[src/verilog/soc_macros.svh]
/*
 * Memory map, RAM size, GPIO widths and CSR bank constants
 * Include in every module that decodes addresses or sizes its ports
 */
`ifndef SOC_MACROS_SVH
`define SOC_MACROS_SVH

// ------------------------------
// Memory map on address bits 31:29
// ------------------------------
`define SOC_REGION_BRAM 3'b001
`define SOC_REGION_CSR 3'b100

// Word address bits of the on-chip RAM, 1024 words
`define SOC_BRAM_ADR_WIDTH 10

// GPIO pin counts
`define SOC_GPIO_IN_W 3
`define SOC_GPIO_OUT_W 4

// System controller
`define SOC_SYSCTL_BANK 4'h1
`define SOC_SYSTEM_ID 32'h53334145

`endif

[src/verilog/soc_pkg.sv]
/*
 * Shared bus and CSR types for the system core
 * Referenced by scoped name from every RTL module
 */
`default_nettype none

package soc_pkg;

	// Plain vectors with a meaning
	typedef logic [31:0] word_t;
	typedef logic [31:0] addr_t;
	typedef logic [3:0] sel_t;
	// Bank in bits 13:10, register in bits 9:0
	typedef logic [13:0] csr_addr_t;

	// ------------------------------
	// Wishbone classic, single cycle only
	// ------------------------------
	typedef struct packed {
		logic cyc;
		logic stb;
		logic we;
		addr_t adr;
		sel_t sel;
		word_t dat;
	} bus_req_t;

	typedef struct packed {
		logic ack;
		word_t dat;
	} bus_rsp_t;

	// CSR side of the bridge
	typedef struct packed {
		csr_addr_t a;
		logic we;
		word_t dw;
	} csr_req_t;

	// Arbiter owner
	typedef enum logic [1:0] {GRANT_NONE, GRANT_IBUS, GRANT_DBUS} grant_t;

	// Bridge sequencing
	typedef enum logic [1:0] {IDLE, ACCESS, DONE} csrbrg_state_t;

endpackage

`default_nettype wire

[src/verilog/csr_bridge.sv]
/*
 * Wishbone to CSR bridge
 * One stb becomes one CSR access, ack two cycles later
 */
`timescale 1ns/100ps
`default_nettype none

module csr_bridge (
	input logic sys_clk,
	input logic rst1,
	input soc_pkg::bus_req_t bus_req_i,
	output soc_pkg::bus_rsp_t bus_rsp_o,
	output soc_pkg::csr_req_t csr_o,
	input soc_pkg::word_t csr_rdata_i
);

	soc_pkg::csrbrg_state_t state;
	soc_pkg::csr_addr_t csr_a;
	soc_pkg::word_t csr_dw;
	soc_pkg::word_t rdata;
	logic csr_we;

	// ------------------------------
	// Access sequencing
	// ------------------------------
	always_ff @(posedge sys_clk) begin
		if (rst1) begin
			state <= soc_pkg::IDLE;
			csr_we <= 1'b0;
		end else begin
			case (state)
				soc_pkg::IDLE: begin
					if (bus_req_i.cyc && bus_req_i.stb) begin
						state <= soc_pkg::ACCESS;
						csr_we <= bus_req_i.we;
					end
				end
				// Write strobe is one cycle wide
				soc_pkg::ACCESS: begin
					state <= soc_pkg::DONE;
					csr_we <= 1'b0;
				end
				default: state <= soc_pkg::IDLE;
			endcase
		end
	end

	// Address and write data latched at the start
	always_ff @(posedge sys_clk) begin
		if (state == soc_pkg::IDLE) begin
			csr_a <= bus_req_i.adr[15:2];
			csr_dw <= bus_req_i.dat;
		end
	end

	// Read data captured on the way into DONE
	always_ff @(posedge sys_clk) begin
		if (state == soc_pkg::ACCESS)
			rdata <= csr_rdata_i;
	end

	assign csr_o = '{a: csr_a, we: csr_we, dw: csr_dw};
	assign bus_rsp_o = '{ack: (state == soc_pkg::DONE), dat: rdata};

endmodule

`default_nettype wire

[config.mk]
export PLATFORM = sky130hd
export DESIGN_NAME = csr_bridge
export DESIGN_NICKNAME = d
export VERILOG_FILES = /design/src/verilog/soc_macros.svh /design/src/verilog/soc_pkg.sv /design/src/verilog/csr_bridge.sv
export SDC_FILE = /design/constraint.sdc
export NUM_CORES = 1
export LEC_CHECK = 0
export BUFFER_PORTS_ARGS = -buffer_cell sky130_fd_sc_hd__buf_2
export CORE_ASPECT_RATIO = 2
export CORE_UTILIZATION = 30
export DETAILED_ROUTE_END_ITERATION = 8
export PLACE_DENSITY = 0.7
export SYNTH_ARGS = -nofsm -noshare
export SYNTH_HDL_FRONTEND = slang
export SYNTH_SLANG_ARGS = --single-unit
[constraint.sdc]
create_clock -name sys_clk -period 2.96 [get_ports sys_clk]
set_input_delay 0.592 -clock sys_clk [delete_from_list [all_inputs] [get_ports sys_clk]]
set_output_delay 0.592 -clock sys_clk [all_outputs]
set_load 0.005 [all_outputs]
==> results.toml, run 1 <==
[sta]
finalCriticalPeriod_ns = 1.73
clock_skew_ns = 0.00571
finalHoldViolCount = 0
hold_ws_ns = 0.437
fin_setup_tns_ns = 0
slew-limit-headroom_pct = 41.3
period_share_pct = 58.6
fmax_mhz = 577
maxSlewViolCount = 0
grt_setup_unrepaired = "no"
setup_slack_ns = 1.23
max_slew.worst_pin.slew_ns = 0.879
setup_viol_count_final = 0

[setup_path]
reg2reg_slack_ns = 1.29
cp-endpoint = "bus_rsp_o[32]"
critPathCaptureType = "output pin"
required_ns = 2.37
r2r_start = "state[0]$_SDFFE_PP0P_"
r2r_end = "csr_dw[22]$_DFFE_PN_"
critPathMaxStageDelay_ns = 0.44
worstPathCellList = "and2b_2 -> buf_2"
path_buf_inv = 1
worst-path-stages = 2
worstRegToRegCells = 2
crit_slowest_cell = "dfxtp_1"
cp_top_family = "flip-flops"
crit_path_max_fanout = 6
crit_type = "reg -> out"
arrival_ns = 1.14
cp-startpoint = "state[0]$_SDFFE_PP0P_"
cp-start-kind = "flop"

[global_routing]
overflow = 0
grt_max_degree = 35
grt_pass1_wl_um = 7930
antenna_found_initial = 2
grt_pass1_vias = 1608
track_usage_pct = 13.7

[drt]
wl_met1_um = 1770
dr_wl_met2_um = 2890
wl_per_cell_um = 15.5
dr_total_vias = 1556
avgViaCountPerCell = 4.23
drt_iter0_markers = 18
met3_length_um = 795
final_antenna_net_count = 0
top_layer_used = "met5"
drt-pass1-iter-count = 4
wirelength_um = 5710
drc = 0

[layout]
antennaDiodeCount = 0
nets = 372
final_layout_size_suffix_gt1_share_pct = 66.5
postLayoutCellArea_um2 = 3730
area_delta_synth_final_pct = 50.8

[placement]
place_congestion = 0.784
dp_hpwl_um = 4620
port_buffers = 162
place_ws_ns = 1.29
dpl_cell_area_um2 = 3430

[die]
die_y_um = 130
start_util_pct = 31.1
num_rows = 46
fp.dieW_um = 66.2
num_io_pins = 185
die-area_um2 = 8630
fp.coreArea_um2 = 7940

[clock_network]
cts_resized = 0
clock-sinks = 81
clk_latency_ns = 0.33
cts_setup_buffers = 0
clk_pin_slew_ns = 0.05
clockRootBuffer = "clkbuf_16"
htree_levels = 3
cts_made_buffers = 9
cts_tree = "built"
holdBufCountCts = 0
clk_path_buf_depth = 2

[pwr]
powerDensity_nw_per_um2 = 692
power_leakage_uw = 0.00161
vdd_drop_max_uv = 583

[synthesis]
yosysWarnings = 0
syn_inst = 92
netlist.top_cell.by_area = "edfxtp_1"
synth.distinct_cells = 12
synthTopCellsByArea = "edfxtp_1, dfxtp_1, and2b_2, buf_4, nand2_1"
async_flop_share_pct = 0
synth.avg_cell_area_um2 = 26.9
ys_seq_area_share_pct = 97.2
yosysTopAreaCellShare_pct = 94.7
synth_edf_count = 78
synth.ff_latch_count = 81
synth_common_cells = "edfxtp_1, dfxtp_1, nand2_1"
synth-main-ff-cell = "edfxtp_1"
synth_nets = 197
yosysMostFrequentCell = "edfxtp_1"
netlist_area_um2 = 2470

[hold_path]
hold_class = "in -> reg"

[status]
outcome = "finished clean"

[run]
maxCapViolations = 0
power by group:
group          internal [uW]  leakage, uW  total, uW  switching [uW]
registers               1330     0.000793       1350            17.0
clock network            696     0.000143       1080             385
logic                   80.3     0.000676        152            71.3
total                   2110      0.00161       2580             473
flip-flops by register name, summed over array words and instances, names as in the netlist:
register / count
csr_a: 14
csr_dw: 32
csr_we: 1
rdata: 32
state: 2
layout by cell type (no fill, tap or decap):
master,count
clkbuf_8,2
nor4_1,1
nand3b_1,1
nand2_1,2
nor3b_1,1
a31oi_1,1
buf_4,3
clkinvlp_4,1
buf_2,162
nand4_1,1
dfxtp_1,3
and2b_2,1
clkbuf_1,2
clkbuf_16,9
clkinv_1,1
bufinv_16,1
edfxtp_1,78
nor2b_2,1
nor2_4,1
metrics by stage:
step / power, uW / util, % / cells
2_1_floorplan: 1400 / - / 92
3_3_place_gp: 1520 / 43.1 / 352
3_5_place_dp: 1530 / 43.1 / 352
4_1_cts: 2610 / 46.9 / 368
5_1_grt: 2670 / 46.9 / 368
6_report: 2580 / 46.9 / 368
logic make-up (layout without fill, tap and decap cells):
| family | Yosys count | count (layout) | synth area share (%) |
|---|---|---|---|
| AO/OA/AOI/OAI | 1 | 1 | 0.253 |
| flip-flops | 81 | 81 | 97.2 |
| buffers and inverters | 1 | 181 | 0.304 |
| AND/OR/NAND/NOR | 9 | 9 | 2.28 |
worst min-delay path by stage:
stage	startpoint	to	slack, ns	depth (start not counted)
2_1_floorplan	csr_we$_SDFFE_PP0P_	csr_we$_SDFFE_PP0P_	0.47	2
3_3_place_gp	csr_we$_SDFFE_PP0P_	csr_we$_SDFFE_PP0P_	0.51	2
3_5_place_dp	csr_we$_SDFFE_PP0P_	csr_we$_SDFFE_PP0P_	0.50	2
4_1_cts	bus_req_i[29]	csr_dw[29]$_DFFE_PN_	0.43	1
5_1_grt	bus_req_i[10]	csr_dw[10]$_DFFE_PN_	0.42	1
6_report	bus_req_i[20]	csr_dw[20]$_DFFE_PN_	0.44	1
layer usage:
metal  vias to the layer above  GRT usage (%)
met5                         -              0
met4                         4           10.6
met3                        20           8.51
met2                       124           22.4
met1                       691           11.6
li1                        717              -
final cells by class:
cell class / count / area, um2
fillers: 715 / 4220
clock inverters: 3 / 41.3
flip-flops and latches: 81 / 2400
clock buffers: 13 / 260
repair buffers: 165 / 833
multi-input cells: 10 / 70.1
well taps: 96 / 120
Power figures use the tool's default switching activity.
==> inputs of run 2 (changes only) <==
Settings changed: ABC_AREA set to 1.
Clock period 2.96 ns to 1.6 ns, I/O delays scaled along.
==> results.toml, run 2 <==
[placement]
port_buffers = 162
place_congestion = 0.719
dp_hpwl_um = 4160
post-place-cells = 358

[sta]
fmax_mhz = 767
maxSlewViolCount = 0
grt_setup_unrepaired = "no"
max_slew.worst_pin.slew_ns = 0.241
period_share_pct = 81.5
finalHoldViolCount = 0
hold_ws_ns = 0.155
setup_viol_count_final = 0
slew-limit-headroom_pct = 84.0
fin_setup_tns_ns = 0
clock_skew_ns = 0.00633
finalCriticalPeriod_ns = 1.30

[pwr]
vdd_drop_max_uv = 911
p_comb_share_pct = 6.1
p_seq_share_pct = 53.2
clkPwrFrac_pct = 40.7
p_sw_uw = 983
power_leakage_uw = 0.00165
switching_share_pct = 21.0
powerDensity_nw_per_um2 = 1250
internal-power_uw = 3690

[run]
maxCapViolations = 0

[drt]
final_antenna_net_count = 0
drc = 0
wl_per_cell_um = 13.8
drt_iter0_markers = 35
avgViaCountPerCell = 4.17
dr_total_vias = 1567
wirelength_um = 5180
drt-pass1-iter-count = 2

[clock_network]
clockRootBuffer = "clkbuf_16"
clk_latency_ns = 0.33
clk_pin_slew_ns = 0.06
clk_path_buf_depth = 2
htree_levels = 3
cts_made_buffers = 9
cts_resized = 0
holdBufCountCts = 0
clock-sinks = 81
cts_tree = "built"
cts_setup_buffers = 0

[setup_path]
reg2reg_slack_ns = 0.47
r2r_start = "state[0]$_SDFFE_PP0P_"
required_ns = 1.28
worstRegToRegCells = 3
crit_type = "reg -> out"
cp-start-kind = "flop"
critPathCaptureType = "output pin"
arrival_ns = 0.98
r2r_end = "rdata[9]$_DFFE_PN_"
crit_path_max_fanout = 3

[synthesis]
synthTopCellsByArea = "edfxtp_1, dfxtp_1, inv_1, nor2_1, nand2_1"
synth.distinct_cells = 12
yosysTopAreaCellShare_pct = 93.9
synth_nets = 204
netlist.top_cell.by_area = "edfxtp_1"
synth_edf_count = 78
synth_common_cells = "edfxtp_1, inv_1, nor2_1, dfxtp_1, nand2_1"
ys_seq_area_share_pct = 96.3
synth-main-ff-cell = "edfxtp_1"
synth.ff_latch_count = 81
synth.avg_cell_area_um2 = 25.2
yosysWarnings = 0
syn_inst = 99
async_flop_share_pct = 0
yosysMostFrequentCell = "edfxtp_1"
netlist_area_um2 = 2490

[hold_path]
hold_class = "in -> reg"
hp-start = "bus_req_i[41]"
min_to = "csr_a[3]$_DFFE_PN_"
hold_path_depth = 1

[layout]
final_util_pct = 46.8
top_regs = "csr_dw (32), rdata (32), csr_a (14)"
final_cells = 376
nets = 378
area_delta_synth_final_pct = 50.2
layout_common_cells = "buf_2, edfxtp_1, clkbuf_16"
final_layout_size_suffix_gt1_share_pct = 65.8
final_common_cell = "buf_2"
nFillCells = 701

[die]
num_rows = 46
die-area_um2 = 8700
fp.dieW_um = 66.5
start_util_pct = 31.2
fp.coreArea_um2 = 8000
die_y_um = 131
num_io_pins = 185

[global_routing]
overflow = 0
grt_pass1_vias = 1570
grt_pass1_wl_um = 7450
track_usage_pct = 12.8
grt_max_degree = 49
antenna_found_initial = 5

[status]
outcome = "finished clean"
-- run 2: area by class of cell --
type                       instances  area [um2]  share of cell area (%)
multi-input combinational         12        65.1                    1.74
clock inverter                     7        58.8                    1.57
tap                               96         120                    3.21
inverter                           5        18.8                   0.501
clock buffer                       9         225                    6.01
sequential                        81        2400                    64.1
timing repair buffer             164         851                    22.7
antenna                            2        5.00                   0.134
-- run 2: worst max path at each step --
stage / start / end / slack (ns) / cells past startpoint
6_report: state[1]$_SDFFE_PP0P_ / bus_rsp_o[32] / 0.30 / 3
5_1_grt: state[1]$_SDFFE_PP0P_ / bus_rsp_o[32] / 0.23 / 3
4_1_cts: state[1]$_SDFFE_PP0P_ / bus_rsp_o[32] / 0.27 / 3
3_5_place_dp: state[0]$_SDFFE_PP0P_ / rdata[14]$_DFFE_PN_ / 0.47 / 3
3_3_place_gp: state[0]$_SDFFE_PP0P_ / rdata[28]$_DFFE_PN_ / 0.50 / 3
2_1_floorplan: state[0]$_SDFFE_PP0P_ / rdata[0]$_DFFE_PN_ / 0.10 / 2
-- run 2: layer usage --
layer  wire length [um]  vias to the layer above  share of wire (%)  track usage, %
met1               1580                      663                 31            10.4
li1                   -                      735                  -               -
met3                963                       23                 19            11.4
met2               2400                      138                 46            19.9
met5                 57                        -                1.1               0
met4                176                        8                3.4            8.26
-- run 2: per-stage QoR --
step	area, um2	setup WS, ns	power, uW
floorplan	2490	0.100	2590
global placement	3460	0.500	2810
detailed placement	3460	0.471	2820
CTS	3740	0.267	4740
global route	3740	0.226	4850
finish	3750	0.296	4670
-- run 2: kinds of logic (layout without fill, tap and decap cells) --
| group | Yosys count | count (layout) | share of synthesized area, % |
|---|---|---|---|
| flops | 81 | 81 | 96.3 |
| buf+inv | 6 | 185 | 1.05 |
| simple gates | 12 | 12 | 2.61 |
| other cells | 0 | 2 | 0 |
-- run 2: power groups by stage --
stage	Clock, uW	Sequential [uW]	Combinational [uW]
global placement	0	2530	285
floorplan	0	2550	39.6
detailed placement	0	2530	291
finish	1900	2490	284
global route	2040	2500	312
CTS	1960	2490	290
-- run 2: worst max-delay path: stages (launching register included) --
cell     delay, ns
dfxtp_1       0.38
inv_2         0.07
nor2_1        0.08
buf_2         0.12
==> inputs of run 3 (changes only) <==
Settings changed: PLACE_DENSITY 0.7 to 0.72.
Clock period 1.6 ns to 1.17 ns, I/O delays scaled along.
==> results.toml, run 3 (synthesis results as in run 2) <==
[setup_path]
crit_path_max_fanout = 3
crit_type = "reg -> out"
cp-start-kind = "flop"
arrival_ns = 0.90
required_ns = 0.94
critPathCaptureType = "output pin"

[global_routing]
grt_pass1_wl_um = 7850
overflow = 0
antenna_found_initial = 1
track_usage_pct = 13.1
grt_pass1_vias = 1722
grt_max_degree = 49

[die]
die_y_um = 131
num_io_pins = 185
num_rows = 46
fp.coreArea_um2 = 8000
start_util_pct = 31.2
fp.dieW_um = 66.5
die-area_um2 = 8700

[sta]
slew-limit-headroom_pct = 90.4
max_slew.worst_pin.slew_ns = 0.144
finalHoldViolCount = 0
grt_setup_unrepaired = "yes"
fmax_mhz = 884
finalCriticalPeriod_ns = 1.13
setup_viol_count_final = 0
maxSlewViolCount = 0
fin_setup_tns_ns = 0
clock_skew_ns = 0.00452
period_share_pct = 96.6

[drt]
wirelength_um = 5550
drt_iter0_markers = 43
final_antenna_net_count = 0
dr_total_vias = 1617
avgViaCountPerCell = 4.29
drt-pass1-iter-count = 6
drc = 0
wl_per_cell_um = 14.7

[placement]
port_buffers = 162
place_congestion = 0.775
post-place-cells = 359
dp_hpwl_um = 4330

[clock_network]
clock-sinks = 81
clk_pin_slew_ns = 0.06
clockRootBuffer = "clkbuf_16"
clk_path_buf_depth = 2
holdBufCountCts = 0
clk_latency_ns = 0.33
cts_made_buffers = 9
cts_tree = "built"
htree_levels = 3

[layout]
final_common_cell = "buf_2"
nets = 381
final_util_pct = 47.5
layout_common_cells = "buf_2, edfxtp_1, clkbuf_16"
final_cells = 377
final_layout_size_suffix_gt1_share_pct = 67.3
antennaDiodeCount = 0
area_delta_synth_final_pct = 52.4
top_regs = "csr_dw (32), rdata (32), csr_a (14)"
nFillCells = 684

[pwr]
powerDensity_nw_per_um2 = 1720
power_leakage_uw = 0.00166
vdd_drop_max_uv = 1290

[status]
outcome = "finished clean"

[run]
maxCapViolations = 0

[hold_path]
hold_class = "in -> reg"
==> run 3: layout make-up <==
| class | instances | area, um2 | area share, % |
|---|---|---|---|
| clock inverter | 6 | 66.3 | 1.74 |
| clock buffer | 10 | 229 | 6.02 |
| timing repair buffer | 167 | 891 | 23.4 |
| multi-input combinational | 12 | 67.6 | 1.78 |
| sequential | 81 | 2400 | 63.3 |
| inverter | 5 | 22.5 | 0.592 |
| tap | 96 | 120 | 3.16 |
==> run 3: power by group <==
part | total (uW) | leakage (uW) | switching [uW] | internal [uW]
clock network | 2720 | 0.000137 | 1060 | 1660
logic | 413 | 0.000729 | 191 | 222
registers | 3400 | 0.000793 | 40.0 | 3360
==> run 3: final timing paths <==
path / startpoint / to / slack (ns) / depth (start not counted)
max: state[0]$_SDFFE_PP0P_ / bus_rsp_o[32] / 0.04 / 2
min: bus_req_i[38] / csr_a[0]$_DFFE_PN_ / 0.08 / 1
max reg2reg: state[1]$_SDFFE_PP0P_ / csr_dw[27]$_DFFE_PN_ / 0.04 / 3
min reg2reg: csr_we$_SDFFE_PP0P_ / csr_we$_SDFFE_PP0P_ / 0.54 / 4
==> run 3: critical path, cell delays in order (launching register included) <==
cell and delay (ns):
dfxtp_2 0.35, nor2_2 0.11, buf_2 0.11
==> run 3: per-layer routing <==
| layer | track usage (%) | part of all wire [%] |
|---|---|---|
| met1 | 11.8 | 31 |
| met2 | 21.7 | 51 |
| met3 | 7.55 | 15 |
| met4 | 8.89 | 3.0 |
| met5 | 0 | 0.25 |
==> run 3: stage by stage <==
step / cell area (um2) / total power [uW] / hold slack, ns / setup slack [ns]
6_report: 3800 / 6540 / 0.0786 / 0.0394
5_1_grt: 3800 / 6810 / 0.0610 / 0.00145
4_1_cts: 3770 / 6610 / 0.0662 / 0.00422
3_5_place_dp: 3470 / 3870 / 0.412 / 0.0286
3_3_place_gp: 3470 / 3860 / 0.410 / 0.0662
2_1_floorplan: 2500 / 3550 / 0.299 / -0.280
==> run 3: timing repair <==
action	CTS	global route
gates cloned	0	1
gates resized for setup	1	1
pin swaps	0	0
buffers inserted	1	0
setup endpoints to repair	1	47
