`config.mk`:
```
export PLATFORM = sky130hd
export DESIGN_NAME = bus_arbiter
export DESIGN_NICKNAME = d
export VERILOG_FILES = /design/src/verilog/soc_pkg.sv /design/src/verilog/bus_arbiter.sv
export VERILOG_INCLUDE_DIRS = /design/src /design/src/verilog
export SDC_FILE = /design/constraint.sdc
export NUM_CORES = 1
export LEC_CHECK = 0
export ABC_AREA = 1
export BUFFER_PORTS_ARGS = -buffer_cell sky130_fd_sc_hd__buf_4
export CAP_MARGIN = 15
export CELL_PAD_IN_SITES_DETAIL_PLACEMENT = 0
export CELL_PAD_IN_SITES_GLOBAL_PLACEMENT = 1
export CORE_AREA = 3 3 162 164
export CTS_CLUSTER_SIZE = 40
export DETAILED_ROUTE_END_ITERATION = 16
export DIE_AREA = 0 0 165 167
export PLACE_DENSITY = 0.56
export SYNTH_ARGS = -nofsm -noshare
export SYNTH_HDL_FRONTEND = slang
export SYNTH_SLANG_ARGS = --single-unit
```
`constraint.sdc`:
```
create_clock -name sys_clk -period 2.26 [get_ports sys_clk]
set_clock_uncertainty 0.05 [all_clocks]
set_input_delay 0 -clock sys_clk [delete_from_list [all_inputs] [get_ports sys_clk]]
set_output_delay 0 -clock sys_clk [all_outputs]
set_load 0.1 [all_outputs]
```
`src/verilog/soc_macros.svh`:
```
/*
 * Memory map, RAM size, GPIO widths and CSR bank constants
 * Include in every module that decodes addresses or sizes its ports
 */
`ifndef SOC_MACROS_SVH
`define SOC_MACROS_SVH

// ------------------------------
// Memory map on address bits 31:29
// ------------------------------
`define SOC_REGION_BRAM 3'b001
`define SOC_REGION_CSR 3'b100

// Word address bits of the on-chip RAM, 1024 words
`define SOC_BRAM_ADR_WIDTH 10

// GPIO pin counts
`define SOC_GPIO_IN_W 3
`define SOC_GPIO_OUT_W 4

// System controller
`define SOC_SYSCTL_BANK 4'h1
`define SOC_SYSTEM_ID 32'h53334145

`endif

```
`src/verilog/soc_pkg.sv`:
```
/*
 * Shared bus and CSR types for the system core
 * Referenced by scoped name from every RTL module
 */
`default_nettype none

package soc_pkg;

	// Plain vectors with a meaning
	typedef logic [31:0] word_t;
	typedef logic [31:0] addr_t;
	typedef logic [3:0] sel_t;
	// Bank in bits 13:10, register in bits 9:0
	typedef logic [13:0] csr_addr_t;

	// ------------------------------
	// Wishbone classic, single cycle only
	// ------------------------------
	typedef struct packed {
		logic cyc;
		logic stb;
		logic we;
		addr_t adr;
		sel_t sel;
		word_t dat;
	} bus_req_t;

	typedef struct packed {
		logic ack;
		word_t dat;
	} bus_rsp_t;

	// CSR side of the bridge
	typedef struct packed {
		csr_addr_t a;
		logic we;
		word_t dw;
	} csr_req_t;

	// Arbiter owner
	typedef enum logic [1:0] {GRANT_NONE, GRANT_IBUS, GRANT_DBUS} grant_t;

	// Bridge sequencing
	typedef enum logic [1:0] {IDLE, ACCESS, DONE} csrbrg_state_t;

endpackage

`default_nettype wire

```
`src/verilog/bus_arbiter.sv`:
```
/*
 * Two-master shared bus with address decode
 * Data port wins over instruction port when both ask while idle
 * Unmapped regions get an ack with zero data from the arbiter itself
 */
`timescale 1ns/100ps
`default_nettype none
`include "soc_macros.svh"

module bus_arbiter (
	input logic sys_clk,
	input logic rst1,
	input soc_pkg::bus_req_t ibus_req_i,
	input soc_pkg::bus_req_t dbus_req_i,
	output soc_pkg::bus_rsp_t ibus_rsp_o,
	output soc_pkg::bus_rsp_t dbus_rsp_o,
	output soc_pkg::bus_req_t bram_req_o,
	output soc_pkg::bus_req_t csr_req_o,
	input soc_pkg::bus_rsp_t bram_rsp_i,
	input soc_pkg::bus_rsp_t csr_rsp_i
);

	soc_pkg::grant_t grant;
	soc_pkg::bus_req_t owner_req;
	soc_pkg::bus_rsp_t owner_rsp;
	logic [2:0] region;
	logic hit_bram;
	logic hit_csr;
	logic hit_none;
	logic none_ack;

	// ------------------------------
	// Grant FSM
	// ------------------------------
	always_ff @(posedge sys_clk) begin
		if (rst1) begin
			grant <= soc_pkg::GRANT_NONE;
		end else begin
			case (grant)
				soc_pkg::GRANT_NONE: begin
					// Data port has priority
					if (dbus_req_i.cyc)
						grant <= soc_pkg::GRANT_DBUS;
					else if (ibus_req_i.cyc)
						grant <= soc_pkg::GRANT_IBUS;
				end
				// Held until the owner releases cyc
				soc_pkg::GRANT_DBUS: begin
					if (!dbus_req_i.cyc)
						grant <= soc_pkg::GRANT_NONE;
				end
				soc_pkg::GRANT_IBUS: begin
					if (!ibus_req_i.cyc)
						grant <= soc_pkg::GRANT_NONE;
				end
				default: grant <= soc_pkg::GRANT_NONE;
			endcase
		end
	end

	// Request of the current owner, all zero when nobody owns the bus
	always_comb begin
		case (grant)
			soc_pkg::GRANT_DBUS: owner_req = dbus_req_i;
			soc_pkg::GRANT_IBUS: owner_req = ibus_req_i;
			default: owner_req = '0;
		endcase
	end

	// ------------------------------
	// Address decode
	// ------------------------------
	assign region = owner_req.adr[31:29];
	assign hit_bram = (region == `SOC_REGION_BRAM);
	assign hit_csr = (region == `SOC_REGION_CSR);
	assign hit_none = !hit_bram && !hit_csr;

	// Slave requests, cyc and stb only reach the decoded slave
	always_comb begin
		bram_req_o = owner_req;
		bram_req_o.cyc = owner_req.cyc & hit_bram;
		bram_req_o.stb = owner_req.stb & hit_bram;
		csr_req_o = owner_req;
		csr_req_o.cyc = owner_req.cyc & hit_csr;
		csr_req_o.stb = owner_req.stb & hit_csr;
	end

	// Unmapped access, one-cycle ack after the grant
	always_ff @(posedge sys_clk) begin
		if (rst1)
			none_ack <= 1'b0;
		else
			none_ack <= owner_req.cyc & owner_req.stb & hit_none & ~none_ack;
	end

	// Response from whichever slave was selected
	always_comb begin
		if (hit_bram) begin
			owner_rsp = bram_rsp_i;
		end else if (hit_csr) begin
			owner_rsp = csr_rsp_i;
		end else begin
			owner_rsp.ack = none_ack;
			owner_rsp.dat = '0;
		end
	end

	// Losing master sees no ack
	assign dbus_rsp_o = (grant == soc_pkg::GRANT_DBUS) ? owner_rsp : '0;
	assign ibus_rsp_o = (grant == soc_pkg::GRANT_IBUS) ? owner_rsp : '0;

endmodule

`default_nettype wire

```
==> metrics.md, run 1 <==
| Metric | Value |
|---|---|
| Most area-hungry cell type in the Yosys netlist | `nand2_1` |
| CTS tree | `yes` |
| Cell Area, Synth | `roughly 2500 um^2` |
| Rows | `58` |
| Slew HR | `55.5%` |
| IO Pins | `roughly 420` |
| Worst skew pair latency | `~0.23 ns` |
| Die X | `around 170 um` |
| Cells along the critical path | `inv_2 -> ha_4 -> nand2_1 -> nand2_1 -> nor2_2 -> nand2_2 -> inv_4 -> clkbuf_16 -> nand2_2 -> a21oi_4 -> buf_12` |
| Warnings from Yosys | `0` |
| Max Cap Viol | `0` |
| First-pass GRT wire length | `between 20 and 30 mm` |
| Number of global-route vias before repair | `between 4000 and 5000` |
| Synth top area cells | `nand2_1, a21oi_1, buf_4, buf_6, nand2_2` |
| Post-synth EDFFs | `0` |
| CP required | `2.21 ns` |
| Fill cell count | `2645` |
| Startpoint Class | `flop` |
| Core area | `25000 um^2` |
| Largest net degree at the start of global routing | `59` |
| Type of the tightest min-delay check | `primary input to flop` |
| Final worst slack | `between 0.1 and 0.15 ns` |
| Kind of critical path | `flop to output port` |
| Post-route insts no fill | `around 1200` |
| Slowest stage cell, crit path | `dfxtp_2` |
| Dpl cells | `roughly 1200` |
| Leak | `between 2 and 3 nW` |
| Maximum vdd drop | `approximately 0.00024 V` |
| Synthesized Nets | `between 700 and 800` |
| Post-CTS Hold Buffers | `0` |
| Number of antenna violations at the first check in global routing | `1` |
| Remaining routing DRC violations | `0` |
| CTS buffer count | `3` |
| Fmax achieved | `~0.46 GHz` |
| Routability Congestion | `0.748` |
| FF/Latch Area | `62.6 um^2` |
| Via/cell ratio | `between 3 and 4` |
| Chip height | `about 170 um` |
| Root buf cell | `clkbuf_16` |
| Crit-path max cell delay | `0.36 ns` |
| Final setup fails | `0` |
| Die area | `approximately 28000 um^2` |
| Final Cycle Share | `95.3%` |
| DRT Pass-1 Iters | `4` |
| CTS Buffer Depth | `2` |
| Proportion of layout cells with a drive suffix above 1 | `80.1%` |
| Placement Setup Slack | `roughly 0.09 ns` |
| Crit path DAT | `around 2.1 ns` |
| Routed len/inst | `16.4 um` |
| Pwr Density | `around 340 nW/um^2` |
| Avg Cell Area, Syn | `between 5 and 6 um^2` |
| Routed Antenna Nets | `0` |
| Synth top area share | `30.2%` |
| Crit end category | `output port` |
| Asr flop ratio synth | `0%` |
| Area grow syn2layout | `214%` |
| Initial core utilization | `approximately a tenth` |
| Worst Max-Slew Pin Slew | `0.668 ns` |
| CTS clk-pin slew, worst paths | `around 0.03 ns` |
| Hpwl dp | `~16 mm` |
| Initial DRC Count | `87` |
| Register area share after synthesis | `2.43%` |
| Min cycle time layout | `approximately 2.2 ns` |
| Multi-input logic area | `roughly 3100 um^2` |
| CTS H-tree lvls | `1` |
| Ant diodes | `0` |
| Top FF cell, synth | `dfxtp_1` |
| Final hold viol count | `0` |
| DR vias | `between 4000 and 5000` |
| Post-synthesis register bit count | `3` |
| GRT Total Usage | `between 10% and 20%` |
| Port buffer count | `between 400 and 500` |
| Hold_ws | `~0.032 ns` |
| Status | `finished clean` |
| Critical-path maximum fanout | `12` |
| Post-Route WL | `19.0 mm` |
| TritonCTS Sinks | `3` |
| Cell variety after synth | `24` |
| Final nets | `~1000` |
| Final slew viol count | `0` |
| Grt total ovfl | `0` |
| Synth Instances | `490` |
-- cells by family (layout without fill, tap and decap cells) --
kind of cell | count (synthesis) | count (layout) | share of synthesized area (%)
simple gates | 224 | 224 | 35.7
fa+ha+maj | 3 | 3 | 1.52
flops | 3 | 3 | 2.43
compound gates | 140 | 140 | 29.0
buf+inv | 120 | 458 | 31.3
-- routing by layer --
layer | vias up | track usage [%] | wire (um)
met2 | 248 | 24.4 | 10500
met3 | 14 | 3.31 | 1910
met5 | - | 0 | 7
met4 | 2 | 1.82 | 166
met1 | 2016 | 12.8 | 6440
li1 | 2182 | - | -
-- where the power goes --
group	internal, mW	switching (mW)	leakage [nW]
sequential	0.0578	0.00477	0.0253
clock	0.233	0.0510	0.0382
combinational	0.595	1.68	2.90
-- cells in the final DEF (no fill, tap or decap) --
| master | count |
|---|---|
| a21oi_1 | 1 |
| a21oi_2 | 36 |
| a21oi_4 | 99 |
| buf_12 | 45 |
| buf_4 | 363 |
| buf_6 | 10 |
| buf_8 | 19 |
| clkbuf_1 | 1 |
| clkbuf_16 | 4 |
| clkinv_2 | 2 |
| dfxtp_1 | 1 |
| dfxtp_2 | 2 |
| ha_4 | 3 |
| inv_1 | 9 |
| inv_2 | 2 |
| inv_4 | 3 |
| nand2_1 | 143 |
| nand2_2 | 61 |
| nand2_4 | 8 |
| nand3_1 | 2 |
| nand4_1 | 2 |
| nor2_1 | 1 |
| nor2_2 | 6 |
| nor3_1 | 1 |
| o21ai_0 | 1 |
| o21ai_1 | 2 |
| o22ai_1 | 1 |
-- cell usage after synthesis (3+ instances only) --
library cell and count:
a21oi_1 134, buf_1 8, buf_2 3, buf_4 69, buf_6 8, clkbuf_1 16
dfxtp_1 3, ha_1 3, inv_1 11, nand2_1 199, nand2_2 13, nor2_1 6
-- layout make-up --
class / count / area share, %
Sequential cell: 3 / 0.804
Multi-Input combinational cell: 367 / 39.9
Timing Repair Buffer: 438 / 52.1
Tap cell: 330 / 5.31
Inverter: 16 / 0.901
Clock buffer: 4 / 1.01
-- worst max-delay path: cells and delay by family, from the launching register on --
family          cells  cell delay (ns)
simple gates        5             0.57
flops               1             0.36
buf+inv             4             0.57
fa+ha+maj           1             0.19
compound gates      1             0.17
-- repair_timing --
item | CTS | global route
gates resized for setup | 121 | 100
buffers inserted | 0 | 1
cloned | 0 | 1
endpoints found under the setup margin | 66 | 86
-- flip-flops by register name (all words and copies together), names as in the netlist --
register,cells
grant,2
none_ack,1
-- path summary, 6_finish.rpt --
| check | from | endpoint | slack (ns) | cells after the start |
|---|---|---|---|---|
| setup reg to reg | grant[0] | grant[1] | 0.49 | 9 |
| setup / recovery | grant[1] | dbus_rsp_o[17] | 0.11 | 11 |
| hold / removal | ibus_req_i[70] | grant[1] | 0.03 | 4 |
| hold reg to reg | grant[1] | grant[1] | 0.44 | 2 |
-- per-stage QoR --
step | cell area [um^2] | power, mW | utilization (%) | TNS [ns]
2_1_floorplan | 3820 | 1.73 | - | -38.08
3_3_place_gp | 6840 | 2.30 | 27.3 | 0
3_5_place_dp | 6840 | 2.29 | 27.3 | 0
4_1_cts | 7370 | 2.60 | 29.4 | -1.02
5_1_grt | 7780 | 2.73 | 31.1 | -0.00619
6_report | 7780 | 2.62 | 31.1 | 0
Power figures use the tool's default switching activity.
==> inputs of run 2 (changes only) <==
Settings changed: CORE_AREA 3 3 162 164 to 3 3 160 162, DIE_AREA 0 0 165 167 to 0 0 163 165, MAX_ROUTING_LAYER set to met4, PLACE_DENSITY 0.56 to 0.6.
Clock period 2.26 ns to 1.8 ns, I/O delays scaled along.
==> run 2 against run 1 <==
The run now ends with setup timing left. Hold slack lost 0.0017 ns. Sequential share of layout area shrank 0.21 points. Wire length up 27%. Global-route usage increased by 3.1 points. Cell count rose by 4.1%. Core utilization is 15 points higher. Count of clock-buffer cells in the layout stayed put. Non-clock buffer count rose by 49. Clock power increased by 25%. Highest routed layer is now met4.
==> metrics.md, run 2 (synthesis results as in run 1) <==
| Metric | Value |
|---|---|
| Status | `finished with violations (was finished clean)` |
| Failing checks | `setup timing` |
| FF/Latch Area | `67.6 um^2 (was 62.6 um^2)` |
| Biggest registers after layout | `grant: 2 flops, none_ack: 1 flops (unchanged)` |
| CP required | `1.75 ns (was 2.21 ns)` |
| Post-CTS Hold Buffers | `0 (unchanged)` |
| CTS H-tree lvls | `1 (unchanged)` |
| Fill cell count | `2148 (was 2645)` |
| Leak | `4.11 nW (was 2.96 nW)` |
| First-pass GRT wire length | `30.7 mm (was 26.5 mm)` |
| Total power | `4.51 mW (was 2.62 mW)` |
| Commonest cells after routing, fill and taps aside | `buf_4, buf_12, a21oi_4 (was buf_4, nand2_1, a21oi_4)` |
| Kind of critical path | `flop to output port (unchanged)` |
| Routed len/inst | `20.1 um (was 16.4 um)` |
| Final slew viol count | `0 (unchanged)` |
| Hold Path Origin | `rst1 (was ibus_req_i[70])` |
| Final Cycle Share | `115%` |
| Hpwl dp | `17.2 mm (was 16.0 mm)` |
| Number of global-route vias before repair | `5178 (was 4555)` |
| Post-layout util | `46.5% (was 31.1%)` |
| Routed Antenna Nets | `0 (unchanged)` |
| R2R Setup Slk | `0.09 ns (was 0.49 ns)` |
| Final setup fails | `174 (was 0)` |
| Max Cap Viol | `0 (unchanged)` |
| Number of antenna violations at the first check in global routing | `2 (was 1)` |
| Crit path DAT | `2.01 ns (was 2.10 ns)` |
| Core area | `24200 um^2 (was 25000 um^2)` |
| Largest net degree at the start of global routing | `44 (was 59)` |
| Die area | `26900 um^2 (was 27600 um^2)` |
| Worst r2r src | `grant[1] (was grant[0])` |
| Final worst slack | `-0.262 ns (was 0.106 ns)` |
| Post-Route WL | `24.2 mm (was 19.0 mm)` |
| Multi-input logic area | `3820 um^2 (was 3100 um^2)` |
| Crit end category | `output port (unchanged)` |
| Proportion of layout cells with a drive suffix above 1 | `85.9% (was 80.1%)` |
| Max reg flops | `2 (unchanged)` |
| Startpoint Class | `flop (unchanged)` |
| Rows | `57 (was 58)` |
| CTS tree | `yes (unchanged)` |
| Slew HR | `76.9% (was 55.5%)` |
| Worst Max-Slew Pin Slew | `0.347 ns (was 0.668 ns)` |
| Port buffer count | `417 (unchanged)` |
| DR vias | `4919 (was 4462)` |
| Final hold viol count | `0 (unchanged)` |
| Critical-path maximum fanout | `6 (was 12)` |
| DRT Pass-1 Iters | `4 (unchanged)` |
| Min cycle time layout | `approximately 2.1 ns` |
| Reg2reg end | `grant[1] (unchanged)` |
| Maximum vdd drop | `0.000220 V (was 0.000244 V)` |
| GRT Total Usage | `15.4% (was 12.3%)` |
| Largest Register | `grant (unchanged)` |
| IO Pins | `418 (unchanged)` |
| Register-to-Register Path Depth | `11 (was 9)` |
| Area grow syn2layout | `356% (was 214%)` |
| Pwr Density | `400 nW/um^2 (was 337 nW/um^2)` |
| CTS clk-pin slew, worst paths | `0.03 ns (about the same)` |
| Root buf cell | `clkbuf_16 (unchanged)` |
| Remaining routing DRC violations | `0 (unchanged)` |
| Worst skew pair latency | `0.22 ns (was 0.23 ns)` |
| Chip height | `165 um (was 167 um)` |
| CTS Buffer Depth | `2 (unchanged)` |
| Worst Hold Endpoint | `none_ack (was grant[1])` |
| Type of the tightest min-delay check | `primary input to flop (unchanged)` |
| Hold path depth | `4 (unchanged)` |
| Initial core utilization | `10.2% (was 9.89%)` |
| CTS buffer count | `3 (unchanged)` |
| Initial DRC Count | `166 (was 87)` |
| Most common cell after layout, fill and taps aside | `buf_4 (unchanged)` |
| RSZ-0062 raised after global routing | `true` |
| Fmax achieved | `slightly below 0.5 GHz` |
| Grt total ovfl | `0 (unchanged)` |
| Routability Congestion | `0.782 (was 0.748)` |
| Final nets | `1093 (was 1042)` |
| TritonCTS Sinks | `3 (unchanged)` |
| Die X | `163 um (was 165 um)` |
| Via/cell ratio | `4.08 (was 3.85)` |
[run 2: routing by layer]
metal | track usage [%] | vias to the layer above | wire (um)
li1 | - | 2297 | -
met3 | 4.04 | 15 | 1990
met2 | 29.3 | 265 | 13400
met1 | 16.3 | 2342 | 8560
met4 | 1.88 | 0 | 225
met5 | - | - | 0
[run 2: timing repair]
action | CTS | global route
endpoints found under the hold margin | 0 | 0
cloned | 8 | 9
setup buffers | 15 | 9
pin swaps | 13 | 65
gates resized for setup | 386 | 400
endpoints found under the setup margin | 207 | 208
[run 2: stage by stage]
| stage | instances | area, um^2 | hold WS [ns] | TNS (ns) | worst slack, ns |
|---|---|---|---|---|---|
| 3_5_place_dp | 1160 | 7400 | 0.262 | -10.01 | -0.221 |
| 5_1_grt | 1205 | 11300 | 0.0484 | -34.28 | -0.331 |
| 2_1_floorplan | 490 | 5190 | 0.108 | -61.09 | -0.719 |
| 6_report | 1205 | 11300 | 0.0306 | -20.69 | -0.262 |
| 4_1_cts | 1187 | 9400 | 0.0289 | -23.99 | -0.263 |
| 3_3_place_gp | 1160 | 7400 | 0.247 | -8.61 | -0.176 |
[run 2: critical path: stages, from the launching register on]
cell and delay [ns]:
dfxtp_4 0.36, inv_4 0.07, ha_4 0.19, nand2_4 0.06, buf_6 0.11, a21oi_4 0.14
nand2_4 0.13, clkinv_8 0.11, clkbuf_16 0.18, nand2_4 0.07, a21oi_4 0.16, buf_12 0.19
[run 2: worst max-delay path by stage]
stage | start | to | slack [ns] | depth (start not counted)
after floorplan | grant[0] | dbus_rsp_o[10] | -0.72 | 10
after CTS | grant[0] | ibus_rsp_o[15] | -0.26 | 11
after global placement | grant[1] | csr_req_o[69] | -0.18 | 8
after global routing | grant[1] | ibus_rsp_o[16] | -0.33 | 11
after detailed placement | grant[1] | bram_req_o[70] | -0.22 | 8
final | grant[1] | ibus_rsp_o[16] | -0.26 | 11
[run 2: where the power goes]
| part | switching, mW | total, mW | leakage, nW | internal (mW) |
|---|---|---|---|---|
| clock | 0.0631 | 0.356 | 0.0382 | 0.292 |
| combinational | 2.53 | 4.07 | 4.05 | 1.54 |
| sequential | 0.00822 | 0.0803 | 0.0259 | 0.0721 |
| total | 2.60 | 4.51 | 4.11 | 1.91 |
[run 2: cell type report]
| cell class | count | share of cell area [%] |
|---|---|---|
| Antenna cell | 2 | 0.0444 |
| Clock buffer | 4 | 0.699 |
| Inverter | 16 | 0.954 |
| Multi-Input combinational cell | 367 | 33.9 |
| Sequential cell | 3 | 0.599 |
| Tap cell | 324 | 3.59 |
| Timing Repair Buffer | 487 | 60.1 |
| Timing Repair inverter | 2 | 0.155 |
